<file path="src/design/fetch_pkg.sv">
package fetch_pkg;

    typedef logic [31:0] addr_t;    // virtual or physical
    typedef logic [31:0] word_t;
    typedef logic [19:0] vpn_t;     // 4 KB pages
    typedef logic [19:0] pfn_t;
    typedef logic [1:0]  except_t;

    // fetch exception codes
    localparam except_t EXC_NONE        = 2'd0;
    localparam except_t EXC_ADDR_ERR    = 2'd1;
    localparam except_t EXC_TLB_REFILL  = 2'd2;
    localparam except_t EXC_TLB_INVALID = 2'd3;

    // top three address bits of the unmapped kernel segments
    localparam logic [2:0] SEG_KSEG0 = 3'b100;
    localparam logic [2:0] SEG_KSEG1 = 3'b101;

    localparam addr_t KSEG_MASK    = 32'h1fff_ffff;  // clears bits 31..29
    localparam addr_t RESET_VECTOR = 32'hbfc0_0000;  // boot rom in kseg1

    typedef enum logic [1:0] {
        ST_IDLE,    // waiting for a translated pc
        ST_BUS,     // wishbone read open
        ST_HOLD     // beat waiting for IF
    } fetch_state_t;

endpackage
</file>
<file path="src/design/preif_top.sv">
`timescale 1ns/1ps

module preif_top import fetch_pkg::*; #(
    parameter addr_t RESET_PC = RESET_VECTOR
) (
    input  logic    clk,
    input  logic    rst,
    // redirect pulses
    input  logic    exc_valid,
    input  addr_t   exc_vector,
    input  logic    eret_valid,
    input  addr_t   epc,
    input  logic    refetch_valid,
    input  addr_t   refetch_pc,
    input  logic    correct_valid,
    input  addr_t   correct_pc,
    // main TLB
    input  logic    tlb_flush,
    input  logic    tlb_found,
    input  pfn_t    tlb_pfn,
    input  logic    tlb_valid,
    output vpn_t    lookup_vpn,
    output logic    tlb_stall,
    // wishbone, word reads only so no we or sel
    output logic    wb_cyc,
    output logic    wb_stb,
    output addr_t   wb_adr,
    input  word_t   wb_dat_i,
    input  logic    wb_ack,
    // toward IF
    input  logic    if_ready,
    output logic    fetch_valid,
    output addr_t   fetch_pc,
    output word_t   fetch_instr,
    output except_t fetch_except
);
    addr_t   pc;
    logic    advance;
    logic    redirect_pending;
    logic    tr_ready;
    addr_t   paddr;
    except_t tr_except;

    pc_gen #(
        .RESET_PC         (RESET_PC)
    ) u_pc_gen (
        .clk              (clk),
        .rst              (rst),
        .exc_valid        (exc_valid),
        .exc_vector       (exc_vector),
        .eret_valid       (eret_valid),
        .epc              (epc),
        .refetch_valid    (refetch_valid),
        .refetch_pc       (refetch_pc),
        .correct_valid    (correct_valid),
        .correct_pc       (correct_pc),
        .advance          (advance),
        .redirect_pending (redirect_pending),
        .pc               (pc)
    );

    itlb_buffer u_itlb (
        .clk              (clk),
        .rst              (rst),
        .pc               (pc),
        .tlb_flush        (tlb_flush),
        .tlb_found        (tlb_found),
        .tlb_pfn          (tlb_pfn),
        .tlb_valid        (tlb_valid),
        .lookup_vpn       (lookup_vpn),
        .tlb_stall        (tlb_stall),
        .tr_ready         (tr_ready),
        .paddr            (paddr),
        .tr_except        (tr_except)
    );

    ifetch_wb u_fetch (
        .clk              (clk),
        .rst              (rst),
        .tr_ready         (tr_ready),
        .paddr            (paddr),
        .tr_except        (tr_except),
        .pc               (pc),
        .redirect_pending (redirect_pending),
        .wb_cyc           (wb_cyc),
        .wb_stb           (wb_stb),
        .wb_adr           (wb_adr),
        .wb_dat_i         (wb_dat_i),
        .wb_ack           (wb_ack),
        .if_ready         (if_ready),
        .advance          (advance),
        .fetch_valid      (fetch_valid),
        .fetch_pc         (fetch_pc),
        .fetch_instr      (fetch_instr),
        .fetch_except     (fetch_except)
    );

endmodule

</file>
<file path="src/design/ifetch_wb.sv">
`timescale 1ns/1ps

module ifetch_wb import fetch_pkg::*; (
    input  logic    clk,
    input  logic    rst,
    input  logic    tr_ready,
    input  addr_t   paddr,
    input  except_t tr_except,
    input  addr_t   pc,
    input  logic    redirect_pending,
    output logic    wb_cyc,
    output logic    wb_stb,
    output addr_t   wb_adr,
    input  word_t   wb_dat_i,
    input  logic    wb_ack,
    input  logic    if_ready,
    output logic    advance,
    output logic    fetch_valid,
    output addr_t   fetch_pc,
    output word_t   fetch_instr,
    output except_t fetch_except
);
    fetch_state_t state;
    fetch_state_t state_next;
    logic         launch;       // take the translated pc this cycle

    assign launch = (state == ST_IDLE) && tr_ready && !redirect_pending;

    always_comb begin
        state_next = state;
        advance    = 1'b0;
        case (state)
            ST_IDLE: begin
                if (redirect_pending)
                    advance = 1'b1;     // old pc dropped before any fetch
                else if (tr_ready)
                    state_next = (tr_except == EXC_NONE) ? ST_BUS : ST_HOLD;
            end
            ST_BUS: begin
                // classic bus cannot abort, so wait for ack either way
                if (wb_ack) begin
                    if (redirect_pending) begin
                        advance    = 1'b1;
                        state_next = ST_IDLE;
                    end else begin
                        state_next = ST_HOLD;
                    end
                end
            end
            ST_HOLD: begin
                if (redirect_pending || if_ready) begin
                    advance    = 1'b1;  // accepted or discarded
                    state_next = ST_IDLE;
                end
            end
            default: state_next = ST_IDLE;
        endcase
    end

    always_ff @(posedge clk) begin
        if (rst)
            state <= ST_IDLE;
        else
            state <= state_next;
    end

    always_ff @(posedge clk) begin
        if (launch) begin
            fetch_pc     <= pc;
            fetch_except <= tr_except;
            fetch_instr  <= '0;         // stays zero on exception beats
            wb_adr       <= paddr;
        end
        if (state == ST_BUS && wb_ack)
            fetch_instr <= wb_dat_i;
    end

    assign wb_cyc = state == ST_BUS;
    assign wb_stb = state == ST_BUS;

    // a pending redirect hides the held beat until it is dropped
    assign fetch_valid = (state == ST_HOLD) && !redirect_pending;

endmodule

</file>
<file path="src/design/itlb_buffer.sv">
`timescale 1ns/1ps

module itlb_buffer import fetch_pkg::*; (
    input  logic    clk,
    input  logic    rst,
    input  addr_t   pc,
    input  logic    tlb_flush,
    input  logic    tlb_found,
    input  pfn_t    tlb_pfn,
    input  logic    tlb_valid,
    output vpn_t    lookup_vpn,
    output logic    tlb_stall,
    output logic    tr_ready,
    output addr_t   paddr,
    output except_t tr_except
);
    vpn_t pc_vpn;
    logic misaligned;
    logic unmapped;

    // the single buffered entry
    logic ent_used;
    vpn_t ent_vpn;
    pfn_t ent_pfn;
    logic ent_v;
    logic ent_hit;

    // main TLB missed on this page, entry itself is not kept
    logic refill_q;
    vpn_t refill_vpn;
    logic refill_hit;

    assign pc_vpn     = pc[31:12];
    assign lookup_vpn = pc_vpn;

    assign misaligned = pc[1:0] != 2'b00;
    assign unmapped   = (pc[31:29] == SEG_KSEG0) || (pc[31:29] == SEG_KSEG1);

    assign ent_hit    = ent_used && (ent_vpn == pc_vpn);
    assign refill_hit = refill_q && (refill_vpn == pc_vpn);

    // ask the main TLB only for an aligned mapped pc with nothing buffered
    assign tlb_stall  = !misaligned && !unmapped && !ent_hit && !refill_hit;

    always_comb begin
        tr_ready  = 1'b1;
        paddr     = pc & KSEG_MASK;
        tr_except = EXC_NONE;
        if (misaligned) begin
            tr_except = EXC_ADDR_ERR;   // no lookup at all
        end else if (!unmapped) begin
            if (ent_hit) begin
                paddr = {ent_pfn, pc[11:0]};
                if (!ent_v)
                    tr_except = EXC_TLB_INVALID;
            end else if (refill_hit) begin
                tr_except = EXC_TLB_REFILL;
            end else begin
                tr_ready = 1'b0;        // stall cycle
            end
        end
    end

    always_ff @(posedge clk) begin
        if (rst) begin
            ent_used <= 1'b0;
            refill_q <= 1'b0;
        end else if (tlb_flush) begin
            ent_used <= 1'b0;
            refill_q <= 1'b0;
        end else if (tlb_stall) begin
            if (tlb_found)
                ent_used <= 1'b1;
            refill_q <= !tlb_found;
        end else if (refill_q && !refill_hit) begin
            refill_q <= 1'b0;           // pc left the missing page
        end
    end

    // answer captured at the end of the stall cycle
    always_ff @(posedge clk) begin
        if (tlb_stall) begin
            refill_vpn <= pc_vpn;
            if (tlb_found) begin
                ent_vpn <= pc_vpn;
                ent_pfn <= tlb_pfn;
                ent_v   <= tlb_valid;
            end
        end
    end

endmodule

</file>
<file path="src/design/pc_gen.sv">
`timescale 1ns/1ps

module pc_gen import fetch_pkg::*; #(
    parameter addr_t RESET_PC = RESET_VECTOR
) (
    input  logic  clk,
    input  logic  rst,
    input  logic  exc_valid,
    input  addr_t exc_vector,
    input  logic  eret_valid,
    input  addr_t epc,
    input  logic  refetch_valid,
    input  addr_t refetch_pc,
    input  logic  correct_valid,
    input  addr_t correct_pc,
    input  logic  advance,
    output logic  redirect_pending,
    output addr_t pc
);
    logic       req_valid;
    logic [1:0] req_pri;        // 3 = exception ... 0 = correction
    addr_t      req_target;
    logic       req_wins;

    logic       pend_valid;
    logic [1:0] pend_pri;
    addr_t      pend_target;

    addr_t      pc_plus4;

    assign pc_plus4 = pc + 32'd4;

    // fixed priority among this cycle's redirect pulses
    always_comb begin
        req_valid  = 1'b1;
        req_pri    = 2'd0;
        req_target = correct_pc;
        if (exc_valid) begin
            req_pri    = 2'd3;
            req_target = exc_vector;
        end else if (eret_valid) begin
            req_pri    = 2'd2;
            req_target = epc;
        end else if (refetch_valid) begin
            req_pri    = 2'd1;
            req_target = refetch_pc;
        end else if (!correct_valid) begin
            req_valid  = 1'b0;
        end
    end

    // equal priority also replaces, the newer one is the right target
    assign req_wins = req_valid && (!pend_valid || req_pri >= pend_pri);

    assign redirect_pending = pend_valid;

    always_ff @(posedge clk) begin
        if (rst) begin
            pc         <= RESET_PC;
            pend_valid <= 1'b0;
        end else if (advance) begin
            if (req_wins)
                pc <= req_target;      // redirect arriving with the advance
            else if (pend_valid)
                pc <= pend_target;
            else
                pc <= pc_plus4;
            pend_valid <= 1'b0;
        end else if (req_wins) begin
            pend_valid <= 1'b1;
        end
    end

    always_ff @(posedge clk) begin
        if (req_wins) begin
            pend_pri    <= req_pri;
            pend_target <= req_target;
        end
    end

endmodule

</file>
<file path="config.mk">
export PLATFORM = sky130hd
export DESIGN_NAME = preif_top
export DESIGN_NICKNAME = d
export VERILOG_FILES = /design/src/design/fetch_pkg.sv /design/src/design/preif_top.sv /design/src/design/ifetch_wb.sv /design/src/design/itlb_buffer.sv /design/src/design/pc_gen.sv
export SDC_FILE = /design/constraint.sdc
export NUM_CORES = 1
export LEC_CHECK = 0
export BUFFER_PORTS_ARGS = -buffer_cell sky130_fd_sc_hd__clkbuf_2
export CAP_MARGIN = 20
export CORE_MARGIN = 5
export CORE_UTILIZATION = 57
export CTS_CLUSTER_SIZE = 40
export DETAILED_ROUTE_END_ITERATION = 7
export PLACE_DENSITY = 0.89
export RECOVER_POWER = 25
export SYNTH_ARGS = -nofsm -noshare
export SYNTH_HDL_FRONTEND = slang
export SYNTH_HIERARCHICAL = 1
export SYNTH_SLANG_ARGS = --single-unit
</file>
<file path="constraint.sdc">
create_clock -name clk -period 11.2 [get_ports clk]
set_clock_uncertainty 0.1 [all_clocks]
set_input_delay 1.68 -clock clk [delete_from_list [all_inputs] [get_ports clk]]
set_output_delay 1.68 -clock clk [all_outputs]
set_load 0.02 [all_outputs]
</file>
==> run_results.csv <==
group,metric,value,unit
timing,fin_setup_tns,0,ps
power_and_ir_drop,powerDensity,270,nW/um^2
yosys,synth_seq_cells,230,
detailed_routing,wl_per_cell,20.8,um
detailed_routing,vias_per_cell,5.83,
yosys,syn-num-nets,1068,
floorplan,core_area,18800,sq um
placement,routabilityCongestion,0.929,
grt,grt_max_degree,68,
placement,post-place-ws,5350,ps
cts,cts_setup_buffers,0,
hold_path,worstHoldStart,"u_itlb/ent_used",
yosys,syn_avg_cell_area,12.4,sq um
yosys,synth_area,10900,sq um
cts,numCtsBuffers,23,
power_and_ir_drop,ir_worst_vdd,0.187,mV
grt,grt_pass1_wl,43.9,mm
setup_path,required,11460,ps
floorplan,ios,313,
run,cap_violations,0,
setup_path,critPathMaxFanout,52,
cts,clock-sinks,230,
detailed_routing,drt_iter0_drc,810,
timing,drv_slew,0,
timing,final-hold-violation-count,0,
grt,grt_overflow,0,
yosys,synthCells,874,
layout,areaGrowthSynthToFinish,21.2,%
layout,layout.nets,1347,
timing,fmax,186,MHz
power_and_ir_drop,p_leak,5.28,nW
layout,final_common_cell,"clkbuf_2",
timing,period_needed,5370,ps
grt,grt_pass1_vias,7978,
cts,cts_tree,"yes",
timing,min_period_over_period,47.9,%
timing,finalSetupViolations,0,
cts,clk_path_buf_depth,3,
layout,diodes,0,
floorplan,rows,50,
detailed_routing,drt_wl_total,29.2,mm
setup_path,r2r-end,"u_fetch/wb_adr[21]",
setup_path,worstSetupStartpointType,"input pin",
yosys,yosysSeqAreaShare,60.1,%
hold_path,min_to,"u_itlb/ent_used",
yosys,synth_ff_type,"edfxtp_1",
power_and_ir_drop,p_total,3.57,mW
floorplan,design.die.area,21900,sq um
yosys,ys_warn_count,6,
cts,cts_resized,0,
timing,tightest_slew,935,ps
detailed_routing,drc_errors,0,
hold_path,min_path_cells,2,
layout,drive_above_1_share,36.1,%
detailed_routing,vias,8186,
floorplan,dieWidth,148,um
layout,final_cell_mix,"clkbuf_2, edfxtp_1, nand2_1",
yosys,synth-edff-count,193,
cts,path_clk_slew,60,ps
timing,rsz0062_at_grt,"false",
yosys,ys_types,73,
detailed_routing,drt-pass1-iter-count,6,
layout,final_cells,1403,
run_status,outcome,"finished, final reports clean",
cts,clk-insertion-delay-late,500,ps
layout,final_util,70.3,%
floorplan,initial_utilization,58.0,%
layout,fill_cells,1317,
cts,cts-root-buf,"clkbuf_16",
setup_path,arrival,5630,ps
hold_path,hp-class,"reg -> reg",
floorplan,die_h,148,um
grt,grt_util_all_layers,25.3,%
setup_path,worstReg2RegStart,"u_pc_gen/pc[28]",
setup_path,rrSetupSlack,7120,ps
timing,relSlewSlack,37.1,%
cts,htreeDepth,1,
placement,numPortBuffers,312,
placement,place_inst,1361,
setup_path,endpoint_kind,"flip-flop",
setup_path,r2r_cells,8,
grt,antenna_found_initial,0,
yosys,async_flop_share,0,%
detailed_routing,postRouteAntennaNets,0,
setup_path,critPathKind,"in -> reg",
cts,cts_hold_buf,0,
placement,dp.final_hpwl,21.1,mm
timing,setup_ws,5830,ps
where the power goes:
group	internal [mW]	leakage, nW	switching (mW)
clock network	0.467	0.378	0.308
registers	1.36	2.18	0.184
logic	0.396	2.72	0.850
total	2.22	5.28	1.34
metal layers:
metal	part of all wire [%]	GRT usage, %
met5	0	0
met4	2.9	8.31
met3	9.5	5.09
met2	48	43.0
met1	39	32.9
stage by stage:
| stage | cell area [sq um] | hold WS [ps] |
|---|---|---|
| floorplan | 10900 | 317 |
| global placement | 12500 | 363 |
| detailed placement | 12500 | 374 |
| CTS | 13200 | 383 |
| global route | 13200 | 450 |
| finish | 13200 | 393 |
cell type report:
| class | instances | area, sq um | share of cell area [%] |
|---|---|---|---|
| sequential | 230 | 6540 | 49.6 |
| multi-input combinational | 551 | 3860 | 29.3 |
| timing repair buffer | 334 | 1680 | 12.8 |
| clock buffer | 30 | 632 | 4.79 |
| tap | 234 | 293 | 2.22 |
| clock inverter | 11 | 135 | 1.02 |
| inverter | 13 | 48.8 | 0.370 |
cell families (layout without fill, tap and decap cells):
kind of cell	count (synthesis)	in the layout	share of synthesized area (%)
multiplexers	74	74	7.35
flip-flops	230	230	60.1
XOR/XNOR	57	57	4.59
buffers and inverters	93	388	4.67
AO/OA/AOI/OAI	145	145	9.35
AND/OR/NAND/NOR	272	272	13.6
adder cells (fa/ha/maj)	3	3	0.345
state kept, by name, summed over array words and instances (netlist names):
register / count
u_itlb/ent_v: 1
u_itlb/ent_used: 1
u_itlb/refill_q: 1
u_pc_gen/pend_pri: 2
u_itlb/ent_vpn: 20
u_fetch/state: 2
u_itlb/ent_pfn: 20
u_fetch/fetch_except: 2
u_fetch/fetch_pc: 32
u_pc_gen/pc: 32
u_fetch/wb_adr: 32
u_itlb/refill_vpn: 20
u_pc_gen/redirect_pending: 1
u_fetch/fetch_instr: 32
u_pc_gen/pend_target: 32
Yosys cell counts, types with 3 or more instances:
cell	n	area, sq um
and4_1	6	52.6
a311oi_1	4	35.0
ha_1	3	37.5
nand4_1	18	113
a211oi_1	17	128
a22o_1	4	35.0
dfxtp_1	37	741
or4_1	5	37.5
o21ai_0	34	170
clkbuf_1	24	90.1
xnor2_1	40	350
nand2_1	60	225
and3_1	9	56.3
inv_1	11	41.3
nand2b_1	27	169
mux2i_1	27	270
o31ai_1	4	30.0
nand3_1	17	85.1
o221a_2	5	56.3
a22oi_1	3	22.5
o22ai_1	3	18.8
nor3_1	14	70.1
nor2b_1	5	31.3
o311ai_0	3	26.3
nor4_1	18	113
buf_2	19	95.1
mux2_2	47	529
a21oi_1	22	110
xor2_1	17	149
edfxtp_1	193	5800
nor2_1	40	150
and2_1	36	225
o41ai_1	6	52.6
o211ai_1	14	105
buf_4	34	255
worst max path at each step:
stage | start | endpoint | slack, ps | cells past startpoint
2_1_floorplan | u_pc_gen/pc[12] | u_fetch/fetch_instr[0] | 4110 | 7
5_1_grt | eret_valid | u_pc_gen/pc[0] | 5530 | 12
3_3_place_gp | eret_valid | u_pc_gen/pc[0] | 5470 | 12
6_report | eret_valid | u_pc_gen/pc[0] | 5830 | 12
3_5_place_dp | eret_valid | u_pc_gen/pc[0] | 5350 | 12
4_1_cts | eret_valid | u_pc_gen/pc[0] | 5850 | 12
worst max-delay path, stage by stage:
cell and delay, ps:
clkbuf_2 620, inv_1 210, a21oi_1 260, ha_1 270, nor2b_1 150, o21ai_0 90, buf_4 180, nand2_1 560
clkinv_1 880, buf_4 510, nand2_1 100, a311oi_1 80
Note: power is estimated with default switching activity, not from simulation.
